## config.mk

```make
export PLATFORM = sky130hd
export DESIGN_NAME = mul_top
export DESIGN_NICKNAME = d
export VERILOG_FILES = /design/src/rtl/mul_pkg.sv /design/src/rtl/mul_booth_r4.sv /design/src/rtl/mul_csa_tree.sv /design/src/rtl/mul_result_sel.sv /design/src/rtl/mul_pipe.sv /design/src/rtl/mul_top.sv
export SDC_FILE = /design/constraint.sdc
export NUM_CORES = 2
export LEC_CHECK = 0
export BUFFER_PORTS_ARGS = -buffer_cell sky130_fd_sc_hd__buf_2
export CELL_PAD_IN_SITES_DETAIL_PLACEMENT = 0
export CELL_PAD_IN_SITES_GLOBAL_PLACEMENT = 1
export CORE_UTILIZATION = 35
export CTS_CLUSTER_SIZE = 16
export DETAILED_ROUTE_END_ITERATION = 16
export PLACE_DENSITY_LB_ADDON = 0.1
export SKIP_CTS_REPAIR_TIMING = 1
export SYNTH_ARGS = -nofsm -noshare
export SYNTH_HDL_FRONTEND = slang
export SYNTH_SLANG_ARGS = --single-unit
```

## constraint.sdc

```tcl
create_clock -name clk_i -period 11.1 [get_ports clk_i]
set_input_delay 2.22 -clock clk_i [delete_from_list [all_inputs] [get_ports clk_i]]
set_output_delay 2.22 -clock clk_i [all_outputs]
set_load 0.03 [all_outputs]
```

## src/rtl/mul_pkg.sv

```systemverilog
package mul_pkg;

  // *********************************************************************
  // Widths.
  // *********************************************************************
  localparam int XLEN   = 32;
  localparam int PROD_W = 2 * XLEN;
  // Operands carry two extra sign bits so that 2x and -2x fit.
  localparam int EXT_W  = XLEN + 2;
  localparam int PP_NUM = EXT_W / 2;

  // *********************************************************************
  // Types.
  // *********************************************************************
  // Encoding follows the funct3 field of the RV32M multiply group.
  typedef enum logic [1:0] {
    MUL    = 2'b00,
    MULH   = 2'b01,
    MULHSU = 2'b10,
    MULHU  = 2'b11
  } mul_op_e;

  typedef struct packed {
    mul_op_e          op;
    logic [XLEN-1:0]  rs1;
    logic [XLEN-1:0]  rs2;
  } mul_req_t;

  // Booth rows, each one already shifted to its weight.
  typedef logic [PP_NUM-1:0][PROD_W-1:0] pp_array_t;

  typedef struct packed {
    logic [PROD_W-1:0] sum;
    logic [PROD_W-1:0] carry;
  } csa_pair_t;

endpackage

```

## src/rtl/mul_booth_r4.sv

```systemverilog
`timescale 1ns/1ps

module mul_booth_r4 import mul_pkg::*; (
  input  mul_req_t  req_i,
  output pp_array_t pp_o
);

  logic             rs1_signed;
  logic             rs2_signed;
  logic [EXT_W-1:0] rs1_ext;
  logic [EXT_W-1:0] rs2_ext;
  logic [EXT_W-1:0] x_pos;
  logic [EXT_W-1:0] x_dbl;
  logic [EXT_W-1:0] x_neg;
  logic [EXT_W-1:0] x_neg_dbl;
  logic [EXT_W:0]   scan;

  // Signed for MUL and MULH, MULHSU only for rs1.
  assign rs1_signed = (req_i.op != MULHU);
  assign rs2_signed = (req_i.op == MUL) || (req_i.op == MULH);

  assign rs1_ext = {{2{rs1_signed & req_i.rs1[XLEN-1]}}, req_i.rs1};
  assign rs2_ext = {{2{rs2_signed & req_i.rs2[XLEN-1]}}, req_i.rs2};

  assign x_pos     = rs1_ext;
  assign x_dbl     = {rs1_ext[EXT_W-2:0], 1'b0};
  assign x_neg     = ~rs1_ext + 1'b1;
  assign x_neg_dbl = {x_neg[EXT_W-2:0], 1'b0};

  // Implicit zero below bit 0 starts the scan.
  assign scan = {rs2_ext, 1'b0};

  function automatic logic [EXT_W-1:0] booth_pick(input logic [2:0] grp);
    logic [EXT_W-1:0] pick;
    case (grp)
      3'b001, 3'b010: pick = x_pos;
      3'b011:         pick = x_dbl;
      3'b100:         pick = x_neg_dbl;
      3'b101, 3'b110: pick = x_neg;
      default:        pick = '0;
    endcase
    return pick;
  endfunction

  for (genvar i = 0; i < PP_NUM; i++) begin : g_pp
    logic [EXT_W-1:0]  pp_sel;
    logic [PROD_W-1:0] pp_ext;

    assign pp_sel = booth_pick(scan[2*i +: 3]);
    // Sign extension keeps the row sum exact modulo 2^64.
    assign pp_ext = {{(PROD_W - EXT_W){pp_sel[EXT_W-1]}}, pp_sel};
    assign pp_o[i] = pp_ext << (2 * i);
  end

endmodule

```

## src/rtl/mul_csa_tree.sv

```systemverilog
`timescale 1ns/1ps

module mul_csa_tree import mul_pkg::*; (
  input  pp_array_t pp_i,
  output csa_pair_t csa_o
);

  // *********************************************************************
  // Tree shape, derived from the row count.
  // *********************************************************************
  function automatic int next_rows(input int n);
    return (n / 3) * 2 + (n % 3);
  endfunction

  function automatic int rows_at(input int lvl);
    int n;
    int k;
    n = PP_NUM;
    for (k = 0; k < lvl; k++) begin
      n = next_rows(n);
    end
    return n;
  endfunction

  function automatic int num_levels();
    int n;
    int l;
    n = PP_NUM;
    l = 0;
    while (n > 2) begin
      n = next_rows(n);
      l++;
    end
    return l;
  endfunction

  localparam int LVLS = num_levels();

  // Row r of level l, only the first rows_at(l) entries are live.
  wire [PROD_W-1:0] row [LVLS+1][PP_NUM];

  for (genvar i = 0; i < PP_NUM; i++) begin : g_in
    assign row[0][i] = pp_i[i];
  end

  // *********************************************************************
  // Compressor levels.
  // *********************************************************************
  for (genvar l = 0; l < LVLS; l++) begin : g_lvl
    localparam int N = rows_at(l);
    localparam int G = N / 3;

    for (genvar g = 0; g < G; g++) begin : g_csa
      logic [PROD_W-1:0] a;
      logic [PROD_W-1:0] b;
      logic [PROD_W-1:0] c;
      logic [PROD_W-1:0] maj;

      assign a   = row[l][3*g];
      assign b   = row[l][3*g+1];
      assign c   = row[l][3*g+2];
      assign maj = (a & b) | (a & c) | (b & c);
      assign row[l+1][2*g]   = a ^ b ^ c;
      // Carry moves up one weight, the top bit drops out.
      assign row[l+1][2*g+1] = {maj[PROD_W-2:0], 1'b0};
    end

    // Leftover rows pass to the next level unchanged.
    for (genvar r = 0; r < N % 3; r++) begin : g_pass
      assign row[l+1][2*G+r] = row[l][3*G+r];
    end
  end

  assign csa_o.sum   = row[LVLS][0];
  assign csa_o.carry = row[LVLS][1];

endmodule

```

## src/rtl/mul_result_sel.sv

```systemverilog
`timescale 1ns/1ps

module mul_result_sel import mul_pkg::*; (
  input  csa_pair_t       csa_i,
  input  mul_op_e         op_i,
  output logic [XLEN-1:0] result_o
);

  logic [PROD_W-1:0] product;
  logic [XLEN-1:0]   prod_lo;
  logic [XLEN-1:0]   prod_hi;

  // Carry-propagate add of the redundant pair.
  assign product = csa_i.sum + csa_i.carry;

  assign prod_lo = product[XLEN-1:0];
  assign prod_hi = product[PROD_W-1:XLEN];

  // Low word for MUL, high word for the MULH family.
  always_comb begin
    case (op_i)
      MUL:     result_o = prod_lo;
      MULH,
      MULHSU,
      MULHU:   result_o = prod_hi;
      default: result_o = prod_hi;
    endcase
  end

endmodule

```

## src/rtl/mul_pipe.sv

```systemverilog
`timescale 1ns/1ps

module mul_pipe import mul_pkg::*; (
  input  logic            clk_i,
  input  logic            rst_i,
  input  logic            req_valid_i,
  output logic            req_ready_o,
  input  csa_pair_t       csa_i,
  input  mul_op_e         op_i,
  output csa_pair_t       csa_o,
  output mul_op_e         op_o,
  input  logic [XLEN-1:0] result_i,
  output logic            rsp_valid_o,
  input  logic            rsp_ready_i,
  output logic [XLEN-1:0] rsp_data_o
);

  logic            advance;
  logic            s1_valid;
  csa_pair_t       s1_csa;
  mul_op_e         s1_op;
  logic            s2_valid;
  logic [XLEN-1:0] s2_data;

  // Whole pipe moves when the output slot is free or being drained.
  assign advance     = !s2_valid || rsp_ready_i;
  assign req_ready_o = advance;

  // *********************************************************************
  // Valid bits.
  // *********************************************************************
  always_ff @(posedge clk_i) begin
    if (rst_i) begin
      s1_valid <= 1'b0;
      s2_valid <= 1'b0;
    end else if (advance) begin
      s1_valid <= req_valid_i;
      s2_valid <= s1_valid;
    end
  end

  // *********************************************************************
  // Payload.
  // *********************************************************************
  always_ff @(posedge clk_i) begin
    if (advance && req_valid_i) begin
      s1_csa <= csa_i;
      s1_op  <= op_i;
    end
  end

  // Result held while stalled.
  always_ff @(posedge clk_i) begin
    if (advance && s1_valid) begin
      s2_data <= result_i;
    end
  end

  assign csa_o       = s1_csa;
  assign op_o        = s1_op;
  assign rsp_valid_o = s2_valid;
  assign rsp_data_o  = s2_data;

endmodule

```

## src/rtl/mul_top.sv

```systemverilog
`timescale 1ns/1ps

module mul_top import mul_pkg::*; (
  input  logic            clk_i,
  input  logic            rst_i,
  input  logic            req_valid_i,
  output logic            req_ready_o,
  input  mul_req_t        req_i,
  output logic            rsp_valid_o,
  input  logic            rsp_ready_i,
  output logic [XLEN-1:0] rsp_data_o
);

  pp_array_t       pp;
  csa_pair_t       csa_comb;
  csa_pair_t       csa_s1;
  mul_op_e         op_s1;
  logic [XLEN-1:0] result;

  // *********************************************************************
  // Stage 1, Booth rows and reduction.
  // *********************************************************************
  mul_booth_r4 u_booth (
    .req_i (req_i),
    .pp_o  (pp)
  );

  mul_csa_tree u_tree (
    .pp_i  (pp),
    .csa_o (csa_comb)
  );

  mul_pipe u_pipe (
    .clk_i       (clk_i),
    .rst_i       (rst_i),
    .req_valid_i (req_valid_i),
    .req_ready_o (req_ready_o),
    .csa_i       (csa_comb),
    .op_i        (req_i.op),
    .csa_o       (csa_s1),
    .op_o        (op_s1),
    .result_i    (result),
    .rsp_valid_o (rsp_valid_o),
    .rsp_ready_i (rsp_ready_i),
    .rsp_data_o  (rsp_data_o)
  );

  // Stage 2, final add and word select.
  mul_result_sel u_sel (
    .csa_i    (csa_s1),
    .op_i     (op_s1),
    .result_o (result)
  );

endmodule

```

# ---- Yosys cells after proc, flatten, opt, wreduce, memory -nomap -nowiden
# Index checks and enable logic that the tools add are counted.
dict set report word_totals {
  latchBits 0
  word_cells 278
  ram_bits 0
  romBits 0
  out_inout_bits 34
  memories 0
  in_bits 70
  ff_bits 163
}
dict set report op_classes {
  reduce_logical 40
  shift 0
  order_cmp 0
  mux 18
  n_eq_ne 104
  n_bitwise 108
  n_mul 0
  add_sub_neg 2
  n_div 0
}
# cell n
set op_table {}
lappend op_table {{$and 63x63->63} 45}
lappend op_table {{$pmux 34 s4} 15}
lappend op_table {{$xor 64x64->64} 30}
lappend op_table {{$or 63x63->63} 30}
lappend op_table {{$eq 3x3->1 const B} 48}
lappend op_table {{$pmux 32 s4} 1}
lappend op_table {{$pmux 34 s3} 1}
lappend op_table {{$eq 3x2->1 const B} 32}
lappend op_table {{$add 64x64->64} 1}
lappend op_table {{$pmux 32 s2} 1}
lappend op_table {{$reduce_or 2->1} 32}
lappend op_table {{$eq 3x1->1 const B} 16}
lappend op_table {{$add 34x1->34 const B} 1}
lappend op_table {{$not 34->34} 1}
lappend op_table {{$eq 2x2->1 const B} 4}
lappend op_table {{$eq 2x1->1 const B} 3}
lappend op_table {{$logic_not 2->1} 2}
lappend op_table {{$reduce_or 3->1} 1}
lappend op_table {{$and 1x1->1} 2}
lappend op_table {{$logic_and 1x1->1} 2}
lappend op_table {{$logic_or 1x1->1} 2}
lappend op_table {{$ne 2x2->1 const B} 1}
lappend op_table {{$logic_not 1->1} 1}

# ---- Depth between registers and ports, before layout
dict set report depth {
  depth_word 23
  depth_mapped 30
  depth_no_buf 24
}

# ---- Cells and area by module
# Synthesis repeated with hierarchy kept, for this count alone.
dict set report unflattened {
  cells_unflattened 7206
  area_unflattened_um2 57385.0
}
# module n_inst cells_per_inst area_per_inst_um2 seq_area_each_um2
set by_module_without_submodules {}
lappend by_module_without_submodules {mul_csa_tree 1 2342 24222.0 0.0}
lappend by_module_without_submodules {mul_booth_r4 1 4054 23774.1 0.0}
lappend by_module_without_submodules {mul_pipe 1 172 4957.3 4904.7}
lappend by_module_without_submodules {mul_result_sel 1 638 4431.8 0.0}

# ---- Least setup slack after synthesis
# OpenSTA, ideal clock, no wires.
dict set report synth_timing {
  path_kind {input -> register}
  start {in req_i[40] (netlist name)}
  end {reg u_pipe.s1_csa (netlist bit u_pipe.csa_o[127]) (data pin)}
  arrival_ns 8.859
  slack_ns 1.981
  setup_time_ns 0.259
  cell_stages 24
  required_ns 10.841
  n_path_buf 4
  path_cell_list {buf_6 or4_4 or4_4 or3_1 or3_1 clkbuf_1 o21a_1 clkbuf_1 a21oi_1 o22ai_1 a21oi_1 fa_1 maj3_1 clkbuf_1 inv_1 ha_1 xnor2_1 fa_1 fa_1 xor2_1 xnor2_1 xnor2_1 xnor2_1 xnor2_1}
}
# item line_no
set synth_rtl {}
lappend synth_rtl {{start: declaration} mul_top.sv:8} ;# input mul_req_t req_i,
lappend synth_rtl {{end signal: assignment} mul_pipe.sv:47} ;# s1_csa <= csa_i;
lappend synth_rtl {{end: declaration} mul_pipe.sv:20} ;# csa_pair_t s1_csa;

==> reports/metrics.csv <==
stage,metric,value,unit
logic_synthesis,largest family of logic cells by synthesized area,adder cells,
logic_synthesis,number of synthesized flops with an enable pin,154,
job,maxcap violations,0,
final_layout,layout cell share with drive strength beyond 1,0.0886,
drt,DRT iter0 DRCs,6701,
logic_synthesis,mean post-synth cell area,7.78,µm²
logic_synthesis,Post-Synth Adder-Cell Area,0.291,
cts,clock latency on the worst-skew pair,0.49,ns
logic_synthesis,"Warnings, synthesis",0,
timing,Final min period,9.62,ns
logic_synthesis,mapped cell area,43500,µm²
placed_design,Buffers on Ports,103,
worst_setup_path,WS Path Type,in2reg,
timing,Slew headroom,0.0539,
timing,count of final hold-check violations,0,
global_route,Total Routing Usage GR,0.393,
global_route,antenna violations before repair,14,
placed_design,Routability Congestion,1.04,
drt,vias per cell,6.45,
worst_setup_path,worst-path maximum fanout,16,
final_layout,most frequent cells in the layout,"nand2_1 (629), inv_1 (564), fa_1 (542)",
worst_setup_path,CP arrival,9.85,ns
floorplan,DIE WIDTH,354,µm
final_layout,"most common cell after layout, fill and taps aside",nand2_1,
logic_synthesis,dominant synthesized flop cell,edfxtp_1,
timing,Final period util,0.866,
final_layout,sequential cell area,4660,µm²
cts,TritonCTS clock tree,built,
timing,Max Transition Viols Final,0,
floorplan,die area,126000,µm²
logic_synthesis,post-synth cell types,78,
drt,drt total wl,254,mm
cts,Clock Tree Root,clkbuf_16,
worst_hold_path,worst hold path class,reg2reg,
worst_setup_path,Worst setup SP type,input pin,
floorplan,Die Ht,354,µm
drt,antenna-violating nets left,0,
final_layout,Filler cells,12800,
cts,H-tree levels,4,
timing,Final Skew,0.0119,ns
worst_setup_path,CP endpoint kind,flop,
logic_synthesis,"Net Count, Synth",6343,
global_route,grt ovf,0,
final_layout,Area Growth Syn to Fin,7.01,%
drt,WL/cell,36.3,µm
floorplan,IO Pins,104,
outcome,outcome,"complete, no violations",
drt,DRC viols,0,
global_route,wire length of the first global-routing pass,350,mm
pwr,Pwr Density,330,nW/µm²
cts,cts bufs inserted,25,
timing,Setup Viol. Count Final,0,
timing,RSZ-0062 raised after global routing,no,
final_layout,"non-filler cells, final",6981,
timing,Worst Tran Pin Value,1.41,ns
worst_setup_path,WP data required,11.34,ns
timing,fmax,104,MHz
placed_design,Placed Cells,6944,
logic_synthesis,post-synthesis simple-gate area fraction,0.127,
logic_synthesis,post-synthesis mux area share,0.0254,
floorplan,CORE AREA,123000,µm²
cts,"Reg clk slew, reported paths",0.06,ns
timing,Setup TNS Final,0,ns
logic_synthesis,"FFs w/ async S/R, synth",0,
logic_synthesis,Synth Area in Compound Gates,0.273,
logic_synthesis,ranking of synthesized cells by area,"fa_1 (25%), edfxtp_1 (11%), nand2_1 (5.4%)",
logic_synthesis,dominant cell type by area after synthesis,fa_1,
global_route,largest net degree at the start of global routing,70,
final_layout,post-layout util,0.380,
placed_design,post-DP HPWL,191,mm
floorplan,Site Rows,128,
logic_synthesis,sequential share of the synthesized area,0.107,
floorplan,Initial Util,0.355,
logic_synthesis,share of the synthesized area in the top cell type,0.250,
drt,DR vias,45100,
final_layout,fin nets,6101,
pwr,VDD IR max,0.271,mV
logic_synthesis,cell count after synthesis,5588,
cts,CTS Buffer Depth,3,
global_route,vias in the first global route,42500,
drt,Initial DRT Pass Iterations,8,
pwr,Leak,19.5,nW
final_layout,area of the multi-input gates,34600,µm²
cts,clk sink count,156,
logic_synthesis,register bit total from synthesis,156,
logic_synthesis,xor/xnor cell area share of the yosys netlist,0.0747,
[worst max-delay path, cell delays in order]
cell     delay (ns)
buf_2          0.19
or4_4          0.59
or4_4          0.65
or3_1          0.41
or3_1          0.44
o21a_1         0.53
a21oi_1        0.27
o22ai_1        0.10
nand2_1        0.11
o31ai_1        0.09
buf_4          0.18
fa_1           0.54
inv_1          0.26
maj3_1         0.58
inv_1          0.39
ha_1           0.42
xnor2_1        0.24
fa_1           0.48
fa_1           0.40
xor2_1         0.17
xnor2_1        0.19
xnor2_1        0.15
xnor2_1        0.15
xnor2_1        0.07
[Yosys cell counts (41+ instances only)]
cell type and number:
o22ai_1 81, a31oi_1 97, edfxtp_1 154, mux2i_1 90, clkbuf_1 501, o211ai_1 53
a21oi_1 466, and3_1 41, xnor2_1 257, a22oi_1 133, a221oi_1 259, buf_1 92
nor2_1 425, xor2_1 110, inv_1 564, ha_1 143, a21o_1 59, o221ai_1 78
o21ai_0 345, fa_1 542, nand2_1 629
[area by class of cell]
class	instances	area share
Clock buffer	28	0.0137
Multi-Input combinational cell	4258	0.745
Tap cell	1625	0.0437
Sequential cell	156	0.100
Timing Repair Buffer	333	0.0494
Antenna cell	4	0.000215
Inverter	572	0.0462
Clock inverter	5	0.00167
[final timing paths]
kind | startpoint | to | slack (ns) | cells after the start
setup / recovery | req_i[42] | u_pipe.csa_o[127]$_DFFE_PP_ | 1.48 | 24
hold / removal | u_pipe.s1_valid$_SDFFE_PP0N_ | u_pipe.rsp_valid_o$_SDFFE_PP0N_ | 0.45 | 2
setup reg to reg | u_pipe.csa_o[13]$_DFFE_PP_ | u_pipe.rsp_data_o[22]$_DFFE_PP_ | 6.80 | 10
hold reg to reg | u_pipe.s1_valid$_SDFFE_PP0N_ | u_pipe.rsp_valid_o$_SDFFE_PP0N_ | 0.45 | 2
[per-stage QoR]
stage / power, W / area, µm² / hold slack [ns] / setup WS, ns
final: 0.0154 / 46500 / 0.447 / 1.48
after global routing: 0.0170 / 46500 / 0.462 / 1.09
after CTS: 0.0153 / 46500 / 0.453 / 1.51
after detailed placement: 0.0146 / 45800 / 0.445 / 0.973
after global placement: 0.0144 / 45800 / 0.440 / 1.03
after floorplan: 0.00986 / 43500 / 0.427 / 1.98
[where the power goes]
group	total, W	switching (W)	internal (W)
sequential	0.00197	0.0000861	0.00189
clock	0.000695	0.000246	0.000449
combinational	0.0127	0.00794	0.00475
[flip-flops by register name, summed over array words and instances (netlist names)]
| signal | count |
|---|---|
| u_pipe.op_o | 2 |
| u_pipe.s1_valid | 1 |
| u_pipe.csa_o | 120 |
| u_pipe.rsp_valid_o | 1 |
| u_pipe.rsp_data_o | 32 |
[kinds of logic after synthesis]
kind of cell / Yosys count
compound gates: 1790
simple gates: 1305
buf+inv: 1174
fa+ha+maj: 686
xor+xnor: 369
flops: 156
mux: 108
[layer usage]
metal  track usage  vias up  part of all wire
li1              -    18900                 -
met1         0.528    22300              0.41
met2         0.549     3234              0.40
met3         0.154      606              0.14
met4         0.183       20             0.057
met5             0        -           0.00054
Note: power is estimated with default switching activity, not from simulation.
